==> config.mk <==
export PLATFORM = sky130hd
export DESIGN_NAME = pixelPipelineTop
export DESIGN_NICKNAME = d
export VERILOG_FILES = /design/src/source/pixelPipelinePkg.sv /design/src/source/pipelineCtrlIf.sv /design/src/source/fogUnit.sv /design/src/source/pipelineControl.sv /design/src/source/pixelPipelineTop.sv /design/src/source/sidebandDelay.sv /design/src/source/texEnvCombiner.sv /design/src/source/texelAddressGen.sv
export SDC_FILE = /design/constraint.sdc
export NUM_CORES = 2
export LEC_CHECK = 0
export BUFFER_PORTS_ARGS = -buffer_cell sky130_fd_sc_hd__buf_2
export CORE_MARGIN = 10
export CORE_UTILIZATION = 34
export CTS_CLUSTER_DIAMETER = 120
export DETAILED_ROUTE_END_ITERATION = 8
export GPL_ROUTABILITY_DRIVEN = 0
export GPL_TIMING_DRIVEN = 0
export SLEW_MARGIN = 10
export SYNTH_ARGS = -nofsm -noshare
export SYNTH_HDL_FRONTEND = slang
export SYNTH_SLANG_ARGS = --single-unit
==> constraint.sdc <==
create_clock -name aclk -period 8.15 [get_ports aclk]
set_clock_uncertainty 0.05 [all_clocks]
set_input_delay 1.2225 -clock aclk [delete_from_list [all_inputs] [get_ports aclk]]
set_output_delay 1.2225 -clock aclk [all_outputs]
set_load 0.02 [all_outputs]
==> src/source/pixelPipelinePkg.sv <==
// Pixel pipeline definitions
// Widths, pipeline depth, fog table size, feature bits and texture env codes

package pixelPipelinePkg;

    ////////////////////////////////////////
    // Color format
    ////////////////////////////////////////
    // One color channel
    localparam int subPixelWidth = 8;
    // RGBA8888 with red in the top byte and alpha in the bottom byte
    localparam int pixelWidth = 32;

    // Enabled edges from an accepted fragment to the outputs
    localparam int pipeDepth = 4;

    ////////////////////////////////////////
    // Fog factor table
    ////////////////////////////////////////
    localparam int fogLutDepth = 32;
    localparam int fogLutIndexWidth = 5;

    ////////////////////////////////////////
    // Configuration words
    ////////////////////////////////////////
    // Feature enable bits
    localparam int featureTmuPos = 0;
    localparam int featureFogPos = 1;

    // Texture env function codes in bits 1:0 of the texture env word
    localparam int texEnvFuncWidth = 2;
    localparam logic [texEnvFuncWidth-1:0] texEnvReplace = 2'd0;
    localparam logic [texEnvFuncWidth-1:0] texEnvModulate = 2'd1;
    localparam logic [texEnvFuncWidth-1:0] texEnvAdd = 2'd2;

    // Texture size fields, log2 of width and height, at most 8 each
    localparam int texWidthLog2Pos = 0;
    localparam int texHeightLog2Pos = 4;
    localparam int texSizeLog2Bits = 4;

endpackage

==> src/source/pipelineCtrlIf.sv <==
// Pipeline control bus
// Stage enable and decoded configuration, from control to the datapath

`timescale 1ns/1ps

interface pipelineCtrlIf;
    // Every pipeline register advances only while high
    logic stageEnable;
    logic tmuEnable;
    logic fogEnable;
    logic [pixelPipelinePkg::texEnvFuncWidth-1:0] texEnvFunc;

    modport ctrl (
        output stageEnable,
        output tmuEnable,
        output fogEnable,
        output texEnvFunc
    );

    modport stage (
        input stageEnable,
        input tmuEnable,
        input fogEnable,
        input texEnvFunc
    );
endinterface

==> src/source/fogUnit.sv <==
// Fog unit
// Looks up a fog factor by W and blends the color toward the fog color

`timescale 1ns/1ps

module fogUnit (
    input  logic aclk,

    input  logic [31:0] attrbDepthW,
    input  logic [pixelPipelinePkg::pixelWidth-1:0] texColor,
    input  logic [pixelPipelinePkg::pixelWidth-1:0] confFogColor,

    input  logic fogLutWrEn,
    input  logic [pixelPipelinePkg::fogLutIndexWidth-1:0] fogLutWrAddr,
    input  logic [31:0] fogLutData,

    output logic [pixelPipelinePkg::pixelWidth-1:0] fragColor,

    pipelineCtrlIf.stage ctrl
);
    localparam int chanWidth = pixelPipelinePkg::subPixelWidth;
    localparam int chanCount = pixelPipelinePkg::pixelWidth / chanWidth;
    localparam int lutMaxIndex = pixelPipelinePkg::fogLutDepth - 1;

    logic [chanWidth-1:0] fogLut [pixelPipelinePkg::fogLutDepth];
    logic [31:0] depthWPipe [2];
    logic [15:0] depthWInt;
    logic [pixelPipelinePkg::fogLutIndexWidth-1:0] lutIndex;
    logic [chanWidth-1:0] fogFactor;
    logic [pixelPipelinePkg::pixelWidth-1:0] foggedColor;

    function automatic logic [chanWidth-1:0] blendChannel(
        input logic [chanWidth-1:0] color,
        input logic [chanWidth-1:0] fog,
        input logic [chanWidth-1:0] factor
    );
        logic [2*chanWidth-1:0] mix;
        mix = color * factor + fog * (8'd255 - factor) + 16'd255;
        return mix[2*chanWidth-1:chanWidth];
    endfunction

    ////////////////////////////////////////
    // Factor table
    ////////////////////////////////////////
    always_ff @(posedge aclk)
    begin
        if (fogLutWrEn)
            fogLut[fogLutWrAddr] <= fogLutData[chanWidth-1:0];
    end

    // Integer part of Q16.16, saturated to the last entry
    assign depthWInt = depthWPipe[1][31:16];
    assign lutIndex = (depthWInt > lutMaxIndex)
                      ? lutMaxIndex[pixelPipelinePkg::fogLutIndexWidth-1:0]
                      : depthWInt[pixelPipelinePkg::fogLutIndexWidth-1:0];

    ////////////////////////////////////////
    // Blend
    ////////////////////////////////////////
    always_comb
    begin
        // Alpha in the bottom byte is kept
        foggedColor = texColor;
        for (int i = 1; i < chanCount; i++)
        begin
            foggedColor[i*chanWidth +: chanWidth] = blendChannel(
                texColor[i*chanWidth +: chanWidth],
                confFogColor[i*chanWidth +: chanWidth], fogFactor);
        end
    end

    always_ff @(posedge aclk)
    begin
        if (ctrl.stageEnable)
        begin
            depthWPipe[0] <= attrbDepthW;
            depthWPipe[1] <= depthWPipe[0];
            fogFactor <= fogLut[lutIndex];
            fragColor <= ctrl.fogEnable ? foggedColor : texColor;
        end
    end

endmodule

==> src/source/pipelineControl.sv <==
// Pixel pipeline control
// Stage enable, valid/last tracking, config decode and fog table write pointer

`timescale 1ns/1ps

module pipelineControl (
    input  logic aclk,
    input  logic rstN,

    input  logic fragReady,
    input  logic attrbValid,
    input  logic attrbLast,
    output logic attrbReady,
    output logic fragValid,
    output logic fragLast,

    input  logic [31:0] confFeatureEnable,
    input  logic [31:0] confTexEnvConfig,

    input  logic fogLutValid,
    input  logic fogLutLast,
    output logic fogLutReady,
    output logic fogLutWrEn,
    output logic [pixelPipelinePkg::fogLutIndexWidth-1:0] fogLutWrAddr,

    pipelineCtrlIf.ctrl ctrl
);
    localparam int depth = pixelPipelinePkg::pipeDepth;

    logic [depth-1:0] validPipe;
    logic [depth-1:0] lastPipe;
    logic [pixelPipelinePkg::texEnvFuncWidth-1:0] funcCode;

    // Downstream ready stalls the whole pipeline
    assign ctrl.stageEnable = fragReady;
    assign attrbReady = fragReady;

    ////////////////////////////////////////
    // Configuration decode
    ////////////////////////////////////////
    assign ctrl.tmuEnable = confFeatureEnable[pixelPipelinePkg::featureTmuPos];
    assign ctrl.fogEnable = confFeatureEnable[pixelPipelinePkg::featureFogPos];

    assign funcCode = confTexEnvConfig[pixelPipelinePkg::texEnvFuncWidth-1:0];
    // Unused code 3 falls back to replace
    assign ctrl.texEnvFunc = (funcCode == pixelPipelinePkg::texEnvModulate
                              || funcCode == pixelPipelinePkg::texEnvAdd)
                             ? funcCode : pixelPipelinePkg::texEnvReplace;

    // Valid and last follow the fragment through all stages
    always_ff @(posedge aclk)
    begin
        if (!rstN)
        begin
            validPipe <= '0;
            lastPipe <= '0;
        end
        else if (fragReady)
        begin
            validPipe <= {validPipe[depth-2:0], attrbValid};
            lastPipe <= {lastPipe[depth-2:0], attrbValid & attrbLast};
        end
    end

    assign fragValid = validPipe[depth-1];
    assign fragLast = lastPipe[depth-1];

    ////////////////////////////////////////
    // Fog table write pointer
    ////////////////////////////////////////
    assign fogLutReady = 1'b1;
    assign fogLutWrEn = fogLutValid;

    always_ff @(posedge aclk)
    begin
        if (!rstN)
            fogLutWrAddr <= '0;
        else if (fogLutValid)
            fogLutWrAddr <= fogLutLast ? '0 : fogLutWrAddr + 1'b1;
    end

    // Stream ends with last on the top entry at the latest
    assert property (@(posedge aclk) disable iff (!rstN)
        fogLutValid && !fogLutLast |-> fogLutWrAddr < pixelPipelinePkg::fogLutDepth - 1);

    assert property (@(posedge aclk) disable iff (!rstN)
        !$isunknown(fragValid));

endmodule

==> src/source/pixelPipelineTop.sv <==
// Pixel pipeline top level
// Nearest texel fetch, texture env combine and fog in four stages

`timescale 1ns/1ps

module pixelPipelineTop #(
    parameter int indexWidth = 14,
    parameter int screenPosWidth = 11,
    parameter int texAddrWidth = 17
) (
    input  logic aclk,
    input  logic rstN,

    // Fog table stream
    input  logic fogLutValid,
    output logic fogLutReady,
    input  logic fogLutLast,
    input  logic [31:0] fogLutData,

    // Configuration
    input  logic [31:0] confFeatureEnable,
    input  logic [31:0] confTexEnvConfig,
    input  logic [31:0] confTextureConfig,
    input  logic [pixelPipelinePkg::pixelWidth-1:0] confFogColor,

    // Fragment input
    input  logic attrbValid,
    output logic attrbReady,
    input  logic attrbLast,
    input  logic attrbKeep,
    input  logic [screenPosWidth-1:0] attrbScreenX,
    input  logic [screenPosWidth-1:0] attrbScreenY,
    input  logic [indexWidth-1:0] attrbIndex,
    input  logic [31:0] attrbDepthZ,
    input  logic [31:0] attrbDepthW,
    input  logic [pixelPipelinePkg::pixelWidth-1:0] attrbColor,
    input  logic [31:0] attrbTexS,
    input  logic [31:0] attrbTexT,

    // Texture memory
    output logic [texAddrWidth-1:0] texelAddr,
    input  logic [pixelPipelinePkg::pixelWidth-1:0] texelData,

    // Fragment output
    input  logic fragReady,
    output logic fragValid,
    output logic fragLast,
    output logic fragKeep,
    output logic [pixelPipelinePkg::pixelWidth-1:0] fragColor,
    output logic [indexWidth-1:0] fragIndex,
    output logic [screenPosWidth-1:0] fragScreenX,
    output logic [screenPosWidth-1:0] fragScreenY,
    output logic [31:0] fragDepth
);
    logic fogLutWrEn;
    logic [pixelPipelinePkg::fogLutIndexWidth-1:0] fogLutWrAddr;
    logic [pixelPipelinePkg::pixelWidth-1:0] texColor;

    pipelineCtrlIf ctrlBus ();

    pipelineControl control (
        .aclk(aclk), .rstN(rstN),
        .fragReady(fragReady), .attrbValid(attrbValid), .attrbLast(attrbLast),
        .attrbReady(attrbReady), .fragValid(fragValid), .fragLast(fragLast),
        .confFeatureEnable(confFeatureEnable), .confTexEnvConfig(confTexEnvConfig),
        .fogLutValid(fogLutValid), .fogLutLast(fogLutLast), .fogLutReady(fogLutReady),
        .fogLutWrEn(fogLutWrEn), .fogLutWrAddr(fogLutWrAddr),
        .ctrl(ctrlBus.ctrl)
    );

    sidebandDelay #(.indexWidth(indexWidth), .screenPosWidth(screenPosWidth)) sideband (
        .aclk(aclk), .rstN(rstN),
        .attrbKeep(attrbKeep), .attrbIndex(attrbIndex),
        .attrbScreenX(attrbScreenX), .attrbScreenY(attrbScreenY),
        .attrbDepthZ(attrbDepthZ),
        .fragKeep(fragKeep), .fragIndex(fragIndex),
        .fragScreenX(fragScreenX), .fragScreenY(fragScreenY), .fragDepth(fragDepth),
        .ctrl(ctrlBus.stage)
    );

    texelAddressGen #(.texAddrWidth(texAddrWidth)) addrGen (
        .aclk(aclk),
        .attrbTexS(attrbTexS), .attrbTexT(attrbTexT),
        .confTextureConfig(confTextureConfig),
        .texelAddr(texelAddr),
        .ctrl(ctrlBus.stage)
    );

    texEnvCombiner texEnv (
        .aclk(aclk),
        .attrbColor(attrbColor), .texelData(texelData),
        .texColor(texColor),
        .ctrl(ctrlBus.stage)
    );

    fogUnit fog (
        .aclk(aclk),
        .attrbDepthW(attrbDepthW), .texColor(texColor), .confFogColor(confFogColor),
        .fogLutWrEn(fogLutWrEn), .fogLutWrAddr(fogLutWrAddr), .fogLutData(fogLutData),
        .fragColor(fragColor),
        .ctrl(ctrlBus.stage)
    );

endmodule

==> src/source/sidebandDelay.sv <==
// Sideband delay line
// Carries index, screen position, Z depth and keep alongside the color

`timescale 1ns/1ps

module sidebandDelay #(
    parameter int indexWidth = 14,
    parameter int screenPosWidth = 11
) (
    input  logic aclk,
    input  logic rstN,

    input  logic attrbKeep,
    input  logic [indexWidth-1:0] attrbIndex,
    input  logic [screenPosWidth-1:0] attrbScreenX,
    input  logic [screenPosWidth-1:0] attrbScreenY,
    input  logic [31:0] attrbDepthZ,

    output logic fragKeep,
    output logic [indexWidth-1:0] fragIndex,
    output logic [screenPosWidth-1:0] fragScreenX,
    output logic [screenPosWidth-1:0] fragScreenY,
    output logic [31:0] fragDepth,

    pipelineCtrlIf.stage ctrl
);
    localparam int depth = pixelPipelinePkg::pipeDepth;
    localparam int payloadWidth = indexWidth + 2 * screenPosWidth + 32;

    logic [payloadWidth-1:0] payloadPipe [depth];
    logic [depth-1:0] keepPipe;

    // Payload fields travel as one packed word
    always_ff @(posedge aclk)
    begin
        if (ctrl.stageEnable)
        begin
            payloadPipe[0] <= {attrbIndex, attrbScreenX, attrbScreenY, attrbDepthZ};
            for (int i = 1; i < depth; i++)
                payloadPipe[i] <= payloadPipe[i-1];
        end
    end

    always_ff @(posedge aclk)
    begin
        if (!rstN)
            keepPipe <= '0;
        else if (ctrl.stageEnable)
            keepPipe <= {keepPipe[depth-2:0], attrbKeep};
    end

    assign {fragIndex, fragScreenX, fragScreenY, fragDepth} = payloadPipe[depth-1];
    assign fragKeep = keepPipe[depth-1];

endmodule

==> src/source/texEnvCombiner.sv <==
// Texture environment combiner
// Lines the primary color up with the fetched texel and applies replace,
// modulate or add per channel

`timescale 1ns/1ps

module texEnvCombiner (
    input  logic aclk,

    input  logic [pixelPipelinePkg::pixelWidth-1:0] attrbColor,
    input  logic [pixelPipelinePkg::pixelWidth-1:0] texelData,

    output logic [pixelPipelinePkg::pixelWidth-1:0] texColor,

    pipelineCtrlIf.stage ctrl
);
    localparam int chanWidth = pixelPipelinePkg::subPixelWidth;
    localparam int chanCount = pixelPipelinePkg::pixelWidth / chanWidth;

    logic [pixelPipelinePkg::pixelWidth-1:0] primaryPipe [2];
    logic [pixelPipelinePkg::pixelWidth-1:0] texelHold;
    logic [pixelPipelinePkg::pixelWidth-1:0] texel;
    logic [pixelPipelinePkg::pixelWidth-1:0] combined;
    logic enablePrev;

    function automatic logic [chanWidth-1:0] combineChannel(
        input logic [pixelPipelinePkg::texEnvFuncWidth-1:0] func,
        input logic [chanWidth-1:0] primary,
        input logic [chanWidth-1:0] tex
    );
        logic [2*chanWidth-1:0] product;
        logic [chanWidth:0] sum;
        product = primary * tex + 16'd255;
        sum = primary + tex;
        case (func)
            pixelPipelinePkg::texEnvModulate: return product[2*chanWidth-1:chanWidth];
            pixelPipelinePkg::texEnvAdd: return sum[chanWidth] ? '1 : sum[chanWidth-1:0];
            default: return tex;
        endcase
    endfunction

    ////////////////////////////////////////
    // Texel capture
    ////////////////////////////////////////
    // Memory output matches the held address only in the cycle after an
    // enabled edge, so it is kept here across a stall
    always_ff @(posedge aclk)
    begin
        enablePrev <= ctrl.stageEnable;
        if (enablePrev)
            texelHold <= texelData;
    end

    assign texel = enablePrev ? texelData : texelHold;

    always_comb
    begin
        for (int i = 0; i < chanCount; i++)
        begin
            combined[i*chanWidth +: chanWidth] = combineChannel(ctrl.texEnvFunc,
                primaryPipe[1][i*chanWidth +: chanWidth], texel[i*chanWidth +: chanWidth]);
        end
    end

    // Primary color waits for the fetch, result at the third stage
    always_ff @(posedge aclk)
    begin
        if (ctrl.stageEnable)
        begin
            primaryPipe[0] <= attrbColor;
            primaryPipe[1] <= primaryPipe[0];
            texColor <= ctrl.tmuEnable ? combined : primaryPipe[1];
        end
    end

endmodule

==> src/source/texelAddressGen.sv <==
// Texel address generator
// Wraps S and T to the texture size and registers the nearest texel address

`timescale 1ns/1ps

module texelAddressGen #(
    parameter int texAddrWidth = 17
) (
    input  logic aclk,

    input  logic [31:0] attrbTexS,
    input  logic [31:0] attrbTexT,
    input  logic [31:0] confTextureConfig,

    output logic [texAddrWidth-1:0] texelAddr,

    pipelineCtrlIf.stage ctrl
);
    localparam int sizeBits = pixelPipelinePkg::texSizeLog2Bits;

    logic [sizeBits-1:0] widthLog2;
    logic [sizeBits-1:0] heightLog2;
    logic [15:0] intS;
    logic [15:0] intT;
    logic [15:0] wrappedS;
    logic [15:0] wrappedT;
    logic [31:0] fullAddr;

    assign widthLog2 = confTextureConfig[pixelPipelinePkg::texWidthLog2Pos +: sizeBits];
    assign heightLog2 = confTextureConfig[pixelPipelinePkg::texHeightLog2Pos +: sizeBits];

    // Integer part of S16.15
    assign intS = attrbTexS[30:15];
    assign intT = attrbTexT[30:15];

    // Masking wraps the coordinate into a repeating texture
    assign wrappedS = intS & ((16'd1 << widthLog2) - 16'd1);
    assign wrappedT = intT & ((16'd1 << heightLog2) - 16'd1);

    // Row major, one row is 2^widthLog2 texels
    assign fullAddr = ({16'd0, wrappedT} << widthLog2) | {16'd0, wrappedS};

    always_ff @(posedge aclk)
    begin
        if (ctrl.stageEnable)
            texelAddr <= fullAddr[texAddrWidth-1:0];
    end

    assert property (@(posedge aclk) ctrl.stageEnable && ctrl.tmuEnable
        |-> ({1'b0, widthLog2} + {1'b0, heightLog2} <= texAddrWidth));

endmodule

==> impl_metrics.json <==
{
  "io_pins": 518,
  "synthFlopType": "edfxtp_1",
  "die-height_um": 403.0,
  "hold_viol_final": 0,
  "hold_depth": 0,
  "layoutNonFillerInstCount": 6603,
  "grt_max_degree": 120,
  "cts_setup_buffers": 0,
  "rows": 140,
  "clk_pin_slew_ns": 0.06,
  "outcome": "finished clean",
  "ys_top_cells_by_count": "713 x edfxtp_1, 682 x inv_1, 474 x fa_1",
  "synth-seq-cells": 763,
  "ys_warn_count": 0,
  "drcViolationCount": 0,
  "synth_area_sq_um": 49880,
  "viasPerCell": 4.837,
  "p_total_mw": 17.61,
  "yosys-top-cells-area": "edfxtp_1 43%, fa_1 19%, ha_1 8.3%",
  "peakVddDrop_mv": 0.3529,
  "synth_top_area_frac": 0.4292,
  "port_buffers": 343,
  "placed_cells_incl_taps": 6438,
  "tritoncts": "yes",
  "setup_ws_ns": 0.6109,
  "clockBufferDepth": 3,
  "post-route-period-util": 0.9250,
  "yosysTopAreaCell": "edfxtp_1",
  "clock_sinks": 763,
  "layout_min_cycle_time_ns": 7.539,
  "required_ns": 8.46,
  "drt_iter0_drc": 2334,
  "synth_edf_count": 713,
  "dieArea_sq_um": 162400,
  "tightest_slew_ns": 1.041,
  "hpwl_um": 96740,
  "die_x_um": 403.0,
  "yosysMostFrequentCell": "edfxtp_1",
  "p_per_area_nw_per_um2": 308.9,
  "syn_area_per_cell_sq_um": 11.95,
  "drt-pass1-iter-count": 7,
  "relSlewSlack": 0.3062,
  "synth_seq_area_share": 0.4493,
  "setup-tns-final_ns": 0,
  "final_util": 0.3912,
  "r2r_cells": 21,
  "antenna_found_initial": 18,
  "cts_hold_buf": 0,
  "htreeDepth": 3,
  "synthesis.nets": 5374,
  "leakagePower_nw": 24.48,
  "num-nets-final": 5807,
  "pre_cts_ws_ns": 0.5916,
  "setup_viol_count_final": 0,
  "final_area_sq_um": 57010,
  "critical_path_class": "flop to flop",
  "start_util": 0.3422,
  "grt_pass1_vias": 33530,
  "cts_buffers": 84,
  "cts_resized": 0,
  "worstPathArrival_ns": 7.85,
  "drive_gt1_frac": 0.1216,
  "rsz0062_at_grt": "false",
  "wl_um": 128600,
  "grt_overflow": 0,
  "clock-root-buffer": "clkbuf_16",
  "gr-usage-all-layers": 0.1577,
  "crit_fanout": 10,
  "insertion_delay_ns": 0.70,
  "wire_per_inst_um": 19.47,
  "syn_inst": 4174,
  "start_kind": "flop",
  "grt_pass1_wl_um": 198800,
  "end_kind": "flop",
  "drv_slew": 0,
  "place_area_sq_um": 54110,
  "cap_violations": 0,
  "area_delta_synth_final_pct": 14.30,
  "dr_total_vias": 31940,
  "ys_types": 81,
  "core_area_sq_um": 145700,
  "max_freq_ghz": 0.1326,
  "ant_nets": 0,
  "async_flop_share": 0,
  "worst_hold_slack_ns": 0.3241,
  "min_path_type": "flop to flop"
}
cells by family after synthesis:
| kind of cell | synth area share |
|---|---|
| other | 0.00007518 |
| adders and majority gates | 0.2730 |
| DFF | 0.4493 |
| AOI/OAI and AO/OA | 0.06447 |
| buffers and inverters | 0.06422 |
| xor gates and xnor gates | 0.01317 |
| muxes | 0.02656 |
| and+or+nand+nor | 0.1092 |
layer usage:
metal,GRT usage,vias to the layer above,part of all wire
met3,0.03221,221,0.068
met5,0,-,0.00047
met1,0.2012,15990,0.41
met4,0.05651,10,0.033
met2,0.2641,919,0.49
li1,-,14810,-
flip-flops by register name (all words and copies together) (netlist names), 8 cells and up:
| register | flops |
|---|---|
| fog.depthWPipe | 32 |
| fog.fogLut | 256 |
| texEnv.texelHold | 32 |
| addrGen.texelAddr | 17 |
| texEnv.texColor | 32 |
| fog.fragColor | 32 |
| fog.fogFactor | 8 |
| texEnv.primaryPipe | 64 |
| sideband.payloadPipe | 272 |
placed cells by master, fill, tap and decap left out, types with 23 or more instances in the layout:
master,n
mux2_2,41
ha_1,330
edfxtp_1,713
clkbuf_16,84
buf_2,358
nand3_1,32
mux2i_1,84
nor2b_1,119
and2_1,204
o21ai_0,110
xnor2_1,47
inv_1,682
nor2_1,136
nand2b_1,125
fa_1,474
a21oi_1,125
nand2_1,375
a31oi_1,29
dfxtp_1,50
nor3_1,23
o22ai_1,31
xor2_1,28
clkbuf_1,118
worst max-delay path, stage by stage (launching register included):
cell and delay, ns:
edfxtp_1 0.41, clkbuf_1 0.66, buf_1 0.79, nand2_1 0.19
fa_1 0.55, fa_1 0.56, inv_1 0.06, fa_1 0.49
fa_1 0.54, fa_1 0.51, inv_1 0.05, fa_1 0.49
inv_1 0.05, ha_1 0.32, and2_1 0.17, o21ai_0 0.17
o31a_1 0.26, a21oi_1 0.12, nand4_1 0.11, nand4b_1 0.20
xnor2_1 0.18, mux2_2 0.32
report_power, final:
group          internal, mW  switching, mW  total [mW]
logic                  3.88           4.95        8.83
clock network          2.25           1.66        3.91
registers              4.71          0.155        4.86
final cells by class:
cell class                      instances  area, sq um
Multi-Input combinational cell       2576        24260
Inverter                              688         2582
Clock inverter                         59        690.7
Buffer                                147        620.6
Fill cell                           14140        88730
Tap cell                             1917         2399
Timing Repair Buffer                  347         1837
Clock buffer                           98         2185
Sequential cell                       763        22410
Antenna cell                            8        20.02
final timing paths:
kind / startpoint / end / slack (ns)
min reg2reg: sideband.payloadPipe[1][41] / sideband.payloadPipe[2][41] / 0.32
min: sideband.payloadPipe[1][41] / sideband.payloadPipe[2][41] / 0.32
max reg2reg: fog.fogFactor[1] / fog.fragColor[15] / 0.61
max: fog.fogFactor[1] / fog.fragColor[15] / 0.61
No activity file was read; power rests on OpenSTA's default activity.
